<file path="src/fixedPointPkg.sv">
package fixedPointPkg;

  // All formats share the same binary point position.
  localparam int FracBits = 9;

  // Width of one ray-direction component.
  // The collector and the top level also use it to pack the lane buses.
  localparam int RayDirBits = 13;

  // Player position, unsigned 6.9.
  // Covers a 64x64 map at 1/512 of a block.
  typedef logic [14:0] uq6_9_t;

  // Facing, plane and camera X values, signed 2.9.
  // The range [-2.0, +2.0) leaves headroom over unit vectors.
  typedef logic signed [10:0] sq2_9_t;

  // Full product of two sq2_9_t values.
  typedef logic signed [21:0] sq4_18_t;

  // Ray-direction component, signed 3.9.
  // Facing plus a scaled plane component stays inside (-4.0, +4.0).
  typedef logic signed [RayDirBits-1:0] rayDir_t;

endpackage

</file>
<file path="src/povFramePkg.sv">
package povFramePkg;

  import fixedPointPkg::*;

  // One SPI frame, MSB first.
  // Field order is playerX, playerY, facingX, facingY, planeX, planeY.
  // That is 2x15 + 2x11 + 2x11 bits.
  localparam int FrameBits = 74;

  // Whole frame as shifted in.
  typedef logic [FrameBits-1:0] frame_t;

  // Bit counter, counts 0 to FrameBits-1.
  typedef logic [6:0] spiCount_t;

  // Demo starting point, loaded into the live registers on reset.
  // Each value is the real value times 512, truncated toward zero.

  // 11.5 and 10.5.
  localparam uq6_9_t PlayerInitX = 15'd5888;
  localparam uq6_9_t PlayerInitY = 15'd5376;

  // 0.720137 and -0.693832.
  localparam sq2_9_t FacingInitX = 11'sd368;
  localparam sq2_9_t FacingInitY = -11'sd355;

  // 0.346916 and 0.360069.
  localparam sq2_9_t PlaneInitX = 11'sd177;
  localparam sq2_9_t PlaneInitY = 11'sd184;

endpackage

</file>
<file path="src/spiSync.sv">
`timescale 1ns/1ps

module spiSync (
  input  logic clk,
  input  logic reset,
  input  logic i_sclk,
  input  logic i_ssN,
  input  logic i_mosi,
  output logic o_sclkRise,
  output logic o_ssActive,
  output logic o_mosi
);

  // SCLK gets a third stage so the two older stages can see an edge.
  logic [2:0] sclkBuf;

  // /SS and MOSI only need the usual two-flop pair.
  logic [1:0] ssBuf;
  logic [1:0] mosiBuf;

  always_ff @(posedge clk) begin
    if (reset) begin
      sclkBuf <= '0;
      ssBuf   <= '0;
      mosiBuf <= '0;
    end else begin
      sclkBuf <= {sclkBuf[1:0], i_sclk};
      ssBuf   <= {ssBuf[0], i_ssN};
      mosiBuf <= {mosiBuf[0], i_mosi};
    end
  end

  // Rising edge seen between stages two and three.
  assign o_sclkRise = (sclkBuf[2:1] == 2'b01);

  // Select is active low on the pin.
  assign o_ssActive = ~ssBuf[1];

  // MOSI is stable long before the edge is seen.
  assign o_mosi = mosiBuf[1];

endmodule

</file>
<file path="src/povLoader.sv">
`timescale 1ns/1ps

module povLoader
  import fixedPointPkg::*;
  import povFramePkg::*;
(
  input  logic   clk,
  input  logic   reset,
  input  logic   i_sclkRise,
  input  logic   i_ssActive,
  input  logic   i_mosi,
  input  logic   i_loadTick,
  input  logic   i_incPx,
  input  logic   i_incPy,
  output uq6_9_t o_playerX,
  output uq6_9_t o_playerY,
  output sq2_9_t o_facingX,
  output sq2_9_t o_facingY,
  output sq2_9_t o_planeX,
  output sq2_9_t o_planeY,
  output logic   o_povUpdated
);

  // Index of the bit expected next.
  spiCount_t spiCount;

  // Frame being shifted in.
  frame_t shiftBuf;

  // Pulses once the last bit is in shiftBuf.
  logic frameDone;

  // Last complete frame, waiting to go live.
  logic   ready;
  frame_t readyBuf;

  logic bitTake;
  logic frameEnd;
  logic incAny;

  // A bit is taken only on an SCLK edge inside a select window.
  assign bitTake  = i_ssActive && i_sclkRise;
  assign frameEnd = (spiCount == spiCount_t'(FrameBits - 1));

  // Demo override, decrements position on a tick.
  assign incAny = i_incPx || i_incPy;

  // Bit counter.
  // Dropping /SS discards any partial frame.
  always_ff @(posedge clk) begin
    if (reset) begin
      spiCount <= '0;
    end else if (!i_ssActive) begin
      spiCount <= '0;
    end else if (i_sclkRise) begin
      spiCount <= frameEnd ? '0 : spiCount + 1'b1;
    end
  end

  // Shift register, MSB first.
  // Left as is when a frame is aborted.
  always_ff @(posedge clk) begin
    if (bitTake) begin
      shiftBuf <= {shiftBuf[FrameBits-2:0], i_mosi};
    end
  end

  always_ff @(posedge clk) begin
    if (reset) begin
      frameDone <= 1'b0;
    end else begin
      frameDone <= bitTake && frameEnd;
    end
  end

  // Ready stays set, so later ticks reload the same frame.
  // An override tick drops the buffered frame.
  always_ff @(posedge clk) begin
    if (reset) begin
      ready <= 1'b0;
    end else if (i_loadTick && incAny) begin
      ready <= 1'b0;
    end else if (frameDone) begin
      ready <= 1'b1;
    end
  end

  // Double buffer, frees shiftBuf for the next frame.
  always_ff @(posedge clk) begin
    if (frameDone) begin
      readyBuf <= shiftBuf;
    end
  end

  // Live POV registers.
  // Override has priority over the buffered load.
  always_ff @(posedge clk) begin
    if (reset) begin
      o_playerX <= PlayerInitX;
      o_playerY <= PlayerInitY;
      o_facingX <= FacingInitX;
      o_facingY <= FacingInitY;
      o_planeX  <= PlaneInitX;
      o_planeY  <= PlaneInitY;
    end else if (i_loadTick && incAny) begin
      // Wraps below zero.
      if (i_incPx) begin
        o_playerX <= o_playerX - 1'b1;
      end
      if (i_incPy) begin
        o_playerY <= o_playerY - 1'b1;
      end
    end else if (i_loadTick && ready) begin
      {o_playerX, o_playerY, o_facingX, o_facingY, o_planeX, o_planeY} <= readyBuf;
    end
  end

  // Every tick restarts the lanes, loaded or not.
  always_ff @(posedge clk) begin
    if (reset) begin
      o_povUpdated <= 1'b0;
    end else begin
      o_povUpdated <= i_loadTick;
    end
  end

  // SCLK edges are several clk cycles apart, so a frame cannot end twice in a row.
  assert property (@(posedge clk) disable iff (reset) frameDone |=> !frameDone);

  // Counter wraps at the frame length.
  assert property (@(posedge clk) disable iff (reset)
    spiCount <= spiCount_t'(FrameBits - 1));

endmodule

</file>
<file path="src/rayDirLane.sv">
`timescale 1ns/1ps

module rayDirLane
  import fixedPointPkg::*;
#(
  parameter int NumLanes  = 4,
  parameter int LaneIndex = 0
) (
  input  logic    clk,
  input  logic    reset,
  input  sq2_9_t  i_facingX,
  input  sq2_9_t  i_facingY,
  input  sq2_9_t  i_planeX,
  input  sq2_9_t  i_planeY,
  input  logic    i_start,
  output rayDir_t o_dirX,
  output rayDir_t o_dirY,
  output logic    o_valid
);

  // Camera X of this column is (2*LaneIndex+1)/NumLanes - 1, scaled by 512.
  // Integer division truncates toward zero.
  localparam int     CamNum = (2 * LaneIndex + 1 - NumLanes) * (1 << FracBits);
  localparam sq2_9_t CamX   = sq2_9_t'(CamNum / NumLanes);

  // Stage one.
  sq4_18_t prodX;
  sq4_18_t prodY;
  sq2_9_t  facingXq;
  sq2_9_t  facingYq;
  logic    validS1;

  // Products back to 9 fractional bits, floor.
  rayDir_t prodShX;
  rayDir_t prodShY;

  assign prodShX = rayDir_t'(prodX >>> FracBits);
  assign prodShY = rayDir_t'(prodY >>> FracBits);

  // Facing is captured with the products so both stages see one POV.
  always_ff @(posedge clk) begin
    if (i_start) begin
      prodX    <= i_planeX * CamX;
      prodY    <= i_planeY * CamX;
      facingXq <= i_facingX;
      facingYq <= i_facingY;
    end
  end

  // Stage two, facing sign-extended into 3.9.
  always_ff @(posedge clk) begin
    if (validS1) begin
      o_dirX <= rayDir_t'(facingXq) + prodShX;
      o_dirY <= rayDir_t'(facingYq) + prodShY;
    end
  end

  always_ff @(posedge clk) begin
    if (reset) begin
      validS1 <= 1'b0;
      o_valid <= 1'b0;
    end else begin
      validS1 <= i_start;
      o_valid <= validS1;
    end
  end

endmodule

</file>
<file path="src/rayCollector.sv">
`timescale 1ns/1ps

module rayCollector
  import fixedPointPkg::*;
#(
  parameter int NumLanes = 4
) (
  input  logic                           clk,
  input  logic                           reset,
  input  logic [NumLanes*RayDirBits-1:0] i_laneDirX,
  input  logic [NumLanes*RayDirBits-1:0] i_laneDirY,
  input  logic [NumLanes-1:0]            i_laneValid,
  output rayDir_t                        o_rayDirX,
  output rayDir_t                        o_rayDirY,
  output logic [3:0]                     o_rayIndex,
  output logic                           o_rayValid
);

  typedef enum logic {
    Idle,
    Emit
  } state_t;

  state_t state;

  // Snapshot of all lanes, taken once per tick.
  logic [NumLanes*RayDirBits-1:0] capX;
  logic [NumLanes*RayDirBits-1:0] capY;

  // Lane being emitted.
  logic [3:0] laneIdx;

  logic allValid;
  logic lastLane;

  // Lanes run in lockstep.
  assign allValid = &i_laneValid;
  assign lastLane = (laneIdx == 4'(NumLanes - 1));

  always_ff @(posedge clk) begin
    if (reset) begin
      state   <= Idle;
      laneIdx <= '0;
    end else begin
      case (state)
        Idle: begin
          if (allValid) begin
            state   <= Emit;
            laneIdx <= '0;
          end
        end
        Emit: begin
          // One lane per cycle, back to idle after the last.
          if (lastLane) begin
            state   <= Idle;
            laneIdx <= '0;
          end else begin
            laneIdx <= laneIdx + 1'b1;
          end
        end
        default: state <= Idle;
      endcase
    end
  end

  always_ff @(posedge clk) begin
    if (state == Idle && allValid) begin
      capX <= i_laneDirX;
      capY <= i_laneDirY;
    end
  end

  assign o_rayValid = (state == Emit);
  assign o_rayIndex = laneIdx;
  assign o_rayDirX  = capX[laneIdx*RayDirBits +: RayDirBits];
  assign o_rayDirY  = capY[laneIdx*RayDirBits +: RayDirBits];

  // All lanes start together, so their valid bits agree.
  assert property (@(posedge clk) disable iff (reset)
    (i_laneValid == '0) || allValid);

  // Ticks must be spaced so a new result set never lands mid-burst.
  assert property (@(posedge clk) disable iff (reset)
    (state == Emit) |-> !(|i_laneValid));

endmodule

</file>
<file path="src/povRaycastTop.sv">
`timescale 1ns/1ps

module povRaycastTop
  import fixedPointPkg::*;
#(
  parameter int NumLanes = 4
) (
  input  logic       clk,
  input  logic       reset,
  input  logic       i_sclk,
  input  logic       i_ssN,
  input  logic       i_mosi,
  input  logic       i_loadTick,
  input  logic       i_incPx,
  input  logic       i_incPy,
  output uq6_9_t     o_playerX,
  output uq6_9_t     o_playerY,
  output sq2_9_t     o_facingX,
  output sq2_9_t     o_facingY,
  output sq2_9_t     o_planeX,
  output sq2_9_t     o_planeY,
  output rayDir_t    o_rayDirX,
  output rayDir_t    o_rayDirY,
  output logic [3:0] o_rayIndex,
  output logic       o_rayValid
);

  logic sclkRise;
  logic ssActive;
  logic mosiSync;
  logic povUpdated;

  // Packed per-lane results, lane 0 in the low bits.
  logic [NumLanes*RayDirBits-1:0] laneDirX;
  logic [NumLanes*RayDirBits-1:0] laneDirY;
  logic [NumLanes-1:0]            laneValid;

  spiSync uSync (
    .clk        (clk),
    .reset      (reset),
    .i_sclk     (i_sclk),
    .i_ssN      (i_ssN),
    .i_mosi     (i_mosi),
    .o_sclkRise (sclkRise),
    .o_ssActive (ssActive),
    .o_mosi     (mosiSync)
  );

  povLoader uLoader (
    .clk          (clk),
    .reset        (reset),
    .i_sclkRise   (sclkRise),
    .i_ssActive   (ssActive),
    .i_mosi       (mosiSync),
    .i_loadTick   (i_loadTick),
    .i_incPx      (i_incPx),
    .i_incPy      (i_incPy),
    .o_playerX    (o_playerX),
    .o_playerY    (o_playerY),
    .o_facingX    (o_facingX),
    .o_facingY    (o_facingY),
    .o_planeX     (o_planeX),
    .o_planeY     (o_planeY),
    .o_povUpdated (povUpdated)
  );

  // One lane per screen column.
  for (genvar lane = 0; lane < NumLanes; lane++) begin : gLane
    rayDirLane #(
      .NumLanes  (NumLanes),
      .LaneIndex (lane)
    ) uLane (
      .clk       (clk),
      .reset     (reset),
      .i_facingX (o_facingX),
      .i_facingY (o_facingY),
      .i_planeX  (o_planeX),
      .i_planeY  (o_planeY),
      .i_start   (povUpdated),
      .o_dirX    (laneDirX[lane*RayDirBits +: RayDirBits]),
      .o_dirY    (laneDirY[lane*RayDirBits +: RayDirBits]),
      .o_valid   (laneValid[lane])
    );
  end

  rayCollector #(
    .NumLanes (NumLanes)
  ) uCollector (
    .clk         (clk),
    .reset       (reset),
    .i_laneDirX  (laneDirX),
    .i_laneDirY  (laneDirY),
    .i_laneValid (laneValid),
    .o_rayDirX   (o_rayDirX),
    .o_rayDirY   (o_rayDirY),
    .o_rayIndex  (o_rayIndex),
    .o_rayValid  (o_rayValid)
  );

endmodule

</file>
<file path="config.mk">
export PLATFORM = sky130hd
export DESIGN_NAME = povRaycastTop
export DESIGN_NICKNAME = d
export VERILOG_FILES = /design/src/fixedPointPkg.sv /design/src/povFramePkg.sv /design/src/spiSync.sv /design/src/povLoader.sv /design/src/rayDirLane.sv /design/src/rayCollector.sv /design/src/povRaycastTop.sv
export SDC_FILE = /design/constraint.sdc
export NUM_CORES = 1
export LEC_CHECK = 0
export ABC_CLOCK_PERIOD_IN_PS = 7320
export BUFFER_PORTS_ARGS = -buffer_cell sky130_fd_sc_hd__buf_4
export CORE_MARGIN = 8
export CORE_UTILIZATION = 56
export DETAILED_ROUTE_END_ITERATION = 8
export HOLD_SLACK_MARGIN = 0.15
export PLACE_DENSITY = 0.73
export SYNTH_ARGS = -nofsm -noshare
export SYNTH_HDL_FRONTEND = slang
export SYNTH_SLANG_ARGS = --single-unit
</file>
<file path="constraint.sdc">
create_clock -name clk -period 7.32 [get_ports clk]
set_input_delay 1.464 -clock clk [delete_from_list [all_inputs] [get_ports clk]]
set_output_delay 1.464 -clock clk [all_outputs]
set_load 0.01 [all_outputs]
</file>
; ---- After elaboration in Yosys (flattened, before gate mapping)
; Cells that the tools add are included.
[totals]
register_bits = 588
in_bits = 8
output_inout_bits = 105
word_cells = 94
[classes]
n_addsub = 14
mul = 5
n_eq_ne = 6
shifts = 2
muxes = 13
n_bitwise = 3
reduce_logical = 12
[ops]
columns = cell, count
row1 = $shiftx A52 B9 Y13, 2
row2 = $mux W15, 6
row3 = $add A11 B13 Y13, 6
row4 = $mul A11 B3 Y14 const B, 4
row5 = $neg A11 Y15, 2
row6 = $sub A15 B1 Y15 const B, 2
row7 = $add A11 B9 Y12, 2
row8 = $mul A4 B4 Y8 const B, 1
row9 = $mux W4, 2
row10 = $pmux W4 S2, 1
row11 = $add A7 B1 Y7 const B, 1
row12 = $eq A7 B7 Y1 const B, 1
row13 = $mux W7, 1
row14 = $ne A2 B2 Y1 const B, 3
row15 = $reduce_and A2 Y1, 3
row16 = $logic_and A1 B1 Y1, 5
row17 = $add A4 B1 Y4 const B, 1
row18 = $eq A4 B2 Y1 const B, 1
row19 = $reduce_or A2 Y1, 2
row20 = $not A1 Y1, 3
row21 = $eq A2 B1 Y1 const B, 1
row22 = $mux W1, 2
row23 = $pmux W1 S2, 1
row24 = $reduce_bool A2 Y1, 1
row25 = $logic_or A1 B1 Y1, 1

; ---- Longest topological paths before layout
[depth]
ltp_word = 4
ltp_mapped = 11
mapped_depth_nobuf = 11

; ---- Modules after synthesis
; From an unflattened synthesis, not the netlist that was laid out.
[unflattened]
cells_unflattened = 2041
area_unflattened_um2 = 28340.9
[by_module_without_submodules]
columns = module, instances, cells_per_inst, area_per_inst_um2, seq_area_each_um2
row1 = povLoader, 1, 641, 8330.5, 6125.9
row2 = rayDirLane (gLane[0].uLane), 1, 375, 4625.7, 2202.1
row3 = rayDirLane (gLane[3].uLane), 1, 369, 4479.3, 2202.1
row4 = rayCollector, 1, 191, 4167.7, 3223.1
row5 = rayDirLane (gLane[1].uLane), 1, 268, 3682.3, 2262.2
row6 = rayDirLane (gLane[2].uLane), 1, 181, 2861.5, 1961.9
row7 = spiSync, 1, 16, 193.9, 140.1

; ---- Worst setup path after synthesis
; No wires, ideal clock.
[synth_path]
path_kind = register to register
start = reg uSync.sclkBuf[1]
end = reg uLoader.shiftBuf[0], enable pin
setup_time_ps = 515
arrival_time_ps = 3975
required_ps = 6805
slack_ps = 2830
path_stages_with_launch = 4
path_buffers = 1
period_less_slack_ps = 4490
path_cell_list = dfxtp_1 nor2b_1 clkbuf_1 nor2b_1
[synth_via]
elab_chain_cells = 2
[synth_rtl]
columns = element, line_no
row1 = "start, declared", spiSync.sv:15  ; logic [2:0] sclkBuf;
row2 = "start signal, assigned", spiSync.sv:27  ; sclkBuf <= {sclkBuf[1:0], i_sclk};
row3 = $eq A2 B1 Y1, spiSync.sv:34  ; assign o_sclkRise = (sclkBuf[2:1] == 2'b01);
row4 = $logic_and A1 B1 Y1, povLoader.sv:42  ; assign bitTake = i_ssActive && i_sclkRise;
row5 = net uLoader.bitTake, povLoader.sv:37  ; logic bitTake;
row6 = "end signal, assigned", povLoader.sv:64  ; shiftBuf <= {shiftBuf[FrameBits-2:0], i_mosi};
row7 = "end, declared", povLoader.sv:28  ; frame_t shiftBuf;
; The timed path passes the listed nets, and every way through them passes these cells.
; A chain may end at the register's enable or synchronous reset.

; ---- Final worst setup path
[layout_path]
start = reg uCollector.laneIdx[0] (netlist: uCollector.o_rayIndex[0])
end = out o_rayDirY[6]
[layout_via]
elab_chain_cells = 2
[layout_rtl]
columns = element, line_no
row1 = "start, declared", rayCollector.sv:31  ; logic [3:0] laneIdx;
row2 = "start signal, assigned", rayCollector.sv:58  ; laneIdx <= laneIdx + 1'b1;
row3 = $mul A4 B4 Y8, rayCollector.sv:76  ; assign o_rayDirY = capY[laneIdx*RayDirBits +: RayDirBits];
row4 = $shiftx A52 B9 Y13, rayCollector.sv:76
row5 = "end, declared", povRaycastTop.sv:23  ; output rayDir_t o_rayDirY,
; Every way passes these cells.

==> impl_metrics.yaml <==
sta:
  max_slew_margin: 0.282
  hold_viol: 0
  period_minus_slack_ps: 3990
  timing.final.crit_share: 0.545
  maxSlewViolCount: 0
  fin_skew_ps: 14.8
  setup_viol: 0
  rsz0062_at_grt: "false"
  clock.fmax_mhz: 251
  setup_tns_ps: 0
  layout_setup_ws_ps: 3330
  tightest_slew_ps: 1050
floorplan:
  die-height_um: 234
  die_w_um: 234
  initial_utilization: 0.569
  num_rows: 79
  die-area_um2: 54600
  pin_count: 113
  fp.coreArea_um2: 46700
placed_design:
  place_ws_ps: 3640
  gp_congestion: 0.874
  dpl.hpwl_um: 38700
  portBuffers: 112
critical_path:
  crit_path_start_kind: "flop"
  cp-end-kind: "output pin"
  slowest_stage: "dfxtp_2"
  criticalPathCategory: "flop to output pin"
  crit_required_ps: 5860
  max_stage_delay_ps: 1000
  arrival_ps: 2530
  cp_cell_sequence: "mux4_2, nor2b_1, buf_4"
  crit_fanout: 32
run:
  drv_cap: 0
global_route:
  track_usage: 0.197
  first_global_vias: 16200
  grt_max_degree: 76
  overflow: 0
  grt_pass1_wl_um: 85300
  antenna_found_initial: 0
clock_network:
  hold_buffers: 0
  postCtsSetupBuffers: 0
  htreeDepth: 2
  insertion_delay_ps: 600
  cts_buffers: 53
  cts-root-buf: "clkbuf_16"
  ctsResizeCount: 0
  clkTransAtPathRegs_ps: 60
  clockBufferDepth: 3
  cts_tree: "built"
  clock_sinks: 564
yosys:
  syn_nets: 2262
  async_flop_share: 0
  synth_cells: 2025
  synth_area_per_cell_um2: 13.1
  ys_types: 82
  yosysSeqAreaShare: 0.601
  synth_edf_count: 466
  synth_ff_type: "edfxtp_1"
  ys_seq_elements: 564
  yosys_warnings: 0
  synthesis.area_um2: 26600
final_layout:
  syn2layout_area_growth_pct: 11.9
  drive_gt1_frac: 0.116
  multi_input_area_um2: 10100
  nFillCells: 3426
  seqCellArea_um2: 16000
  num_antenna_cells: 0
  nets: 2383
pwr:
  ir_worst_vdd_mv: 0.211
  p_leak_uw: 0.0104
  finalPower_uw: 6560
  cellPowerDensity_nw_per_um2: 221
status:
  status: "complete, no violations"
route:
  drt_pass1_iterations: 7
  drc: 0
  totalWireLength_um: 54200
  vias: 16200
  drtIter0Drc: 1175
  viasPerCell: 5.80
  ant_nets: 0
  routedWlPerCell_um: 19.4
worst_hold_path:
  holdCritPathClass: "flop to flop"
[layout make-up]
| class | count | area share |
|---|---|---|
| clock buffer | 65 | 0.0462 |
| sequential | 564 | 0.537 |
| inverter | 81 | 0.0103 |
| tap | 607 | 0.0256 |
| multi-input combinational | 1326 | 0.339 |
| timing repair buffer | 120 | 0.0303 |
| clock inverter | 33 | 0.0115 |
[logic make-up after synthesis]
logic type / count (synthesis) / synth area share
multiplexers: 31 / 0.0240
XOR/XNOR: 120 / 0.0396
AO/OA/AOI/OAI: 413 / 0.102
buffers and inverters: 135 / 0.0205
flip-flops: 564 / 0.601
adder cells (fa/ha/maj): 229 / 0.112
AND/OR/NAND/NOR: 533 / 0.101
[state kept, by name (all words and copies together) (netlist names), 15 cells and up]
| signal | count |
|---|---|
| uLoader.o_playerX | 15 |
| uCollector.capY | 51 |
| gLane.uLane.prodX | 46 |
| gLane.uLane.o_dirX | 51 |
| gLane.uLane.prodY | 46 |
| uLoader.shiftBuf | 74 |
| uLoader.readyBuf | 74 |
| gLane.uLane.o_dirY | 51 |
| uLoader.o_playerY | 15 |
| uCollector.capX | 51 |
[cells in the final DEF, fill, tap and decap left out, types with 15 or more instances in the layout]
| cell type | count |
|---|---|
| mux4_2 | 26 |
| clkbuf_16 | 53 |
| a2111oi_0 | 15 |
| buf_4 | 120 |
| nand3_1 | 36 |
| nor2_1 | 112 |
| nor3_1 | 59 |
| a21oi_1 | 124 |
| o21ai_0 | 71 |
| edfxtp_1 | 466 |
| inv_1 | 77 |
| a211oi_1 | 21 |
| a31oi_1 | 15 |
| dfxtp_1 | 94 |
| o21a_1 | 23 |
| xor2_1 | 41 |
| o211ai_1 | 23 |
| xnor2_1 | 79 |
| and3_1 | 16 |
| nand2b_1 | 23 |
| nor2b_1 | 62 |
| a21o_1 | 27 |
| nand2_1 | 140 |
| ha_1 | 215 |
| o21bai_1 | 16 |
[layer usage]
layer,up-vias,part of all wire,track usage
li1,7890,-,-
met1,7827,0.45,0.266
met2,404,0.46,0.316
met3,87,0.060,0.0444
met4,0,0.027,0.0623
met5,-,0,0
[power breakdown]
group	total [µW]	switching, µW	internal [µW]
Combinational	279	165	114
Sequential	3580	53.8	3520
Clock	2700	1150	1550
[cell usage after synthesis, types with 4 or more instances]
library cell / n / area share
o21bai_1: 16 / 0.0045
xor2_1: 41 / 0.014
a21o_1: 27 / 0.0076
or2_2: 6 / 0.0014
and2_1: 4 / 0.00094
ha_1: 215 / 0.10
nand2b_1: 23 / 0.0054
nand4b_1: 4 / 0.0013
a21oi_1: 124 / 0.023
a211oi_1: 21 / 0.0059
nand2_1: 140 / 0.020
o311ai_0: 7 / 0.0023
xnor2_1: 79 / 0.026
or3_1: 12 / 0.0028
a211o_1: 8 / 0.0026
nor2b_1: 63 / 0.015
o211a_1: 4 / 0.0015
o41ai_1: 5 / 0.0016
and3_1: 17 / 0.0040
a311oi_1: 6 / 0.0020
nand3b_1: 4 / 0.0011
nor3b_1: 9 / 0.0025
nand3_1: 37 / 0.0070
o21a_1: 23 / 0.0065
inv_1: 78 / 0.011
edfxtp_1: 466 / 0.53
mux4_2: 26 / 0.022
o31ai_1: 5 / 0.0014
nor4_1: 10 / 0.0024
a31oi_1: 15 / 0.0035
nor3_1: 59 / 0.011
a2111oi_0: 15 / 0.0049
or3b_2: 4 / 0.0013
dfxtp_1: 98 / 0.074
nor2_1: 112 / 0.016
nand4_1: 14 / 0.0033
o211ai_1: 23 / 0.0065
fa_1: 14 / 0.011
mux2i_1: 4 / 0.0015
a221oi_1: 4 / 0.0013
o21ai_0: 72 / 0.014
o22ai_1: 7 / 0.0016
clkbuf_1: 45 / 0.0064
[per-stage QoR]
stage / hold slack (ps) / utilization / area (µm²) / cells
after global placement: 392 / 0.600 / 28000 / 2698
after CTS: 405 / 0.637 / 29700 / 2796
after detailed placement: 390 / 0.600 / 28000 / 2698
final: 405 / 0.637 / 29700 / 2796
after global routing: 418 / 0.637 / 29700 / 2796
after floorplan: 386 / - / 26600 / 2025
[final timing paths]
check	cells after the start	slack, ps	start	endpoint
min	0	410	uSync.mosiBuf[1]	uLoader.shiftBuf[0]
max	3	3330	uCollector.o_rayIndex[0]	o_rayDirY[6]
min reg2reg	0	410	uSync.mosiBuf[1]	uLoader.shiftBuf[0]
max reg2reg	7	4050	gLane[0].uLane.facingXq[0]	gLane[0].uLane.o_dirX[10]
[critical path, delay by kind of cell (launching register included)]
family	cells	cell delay, ps
buf+inv	1	170
flops	1	1000
mux	1	620
simple gates	1	140
No activity file was read; power rests on OpenSTA's default activity.
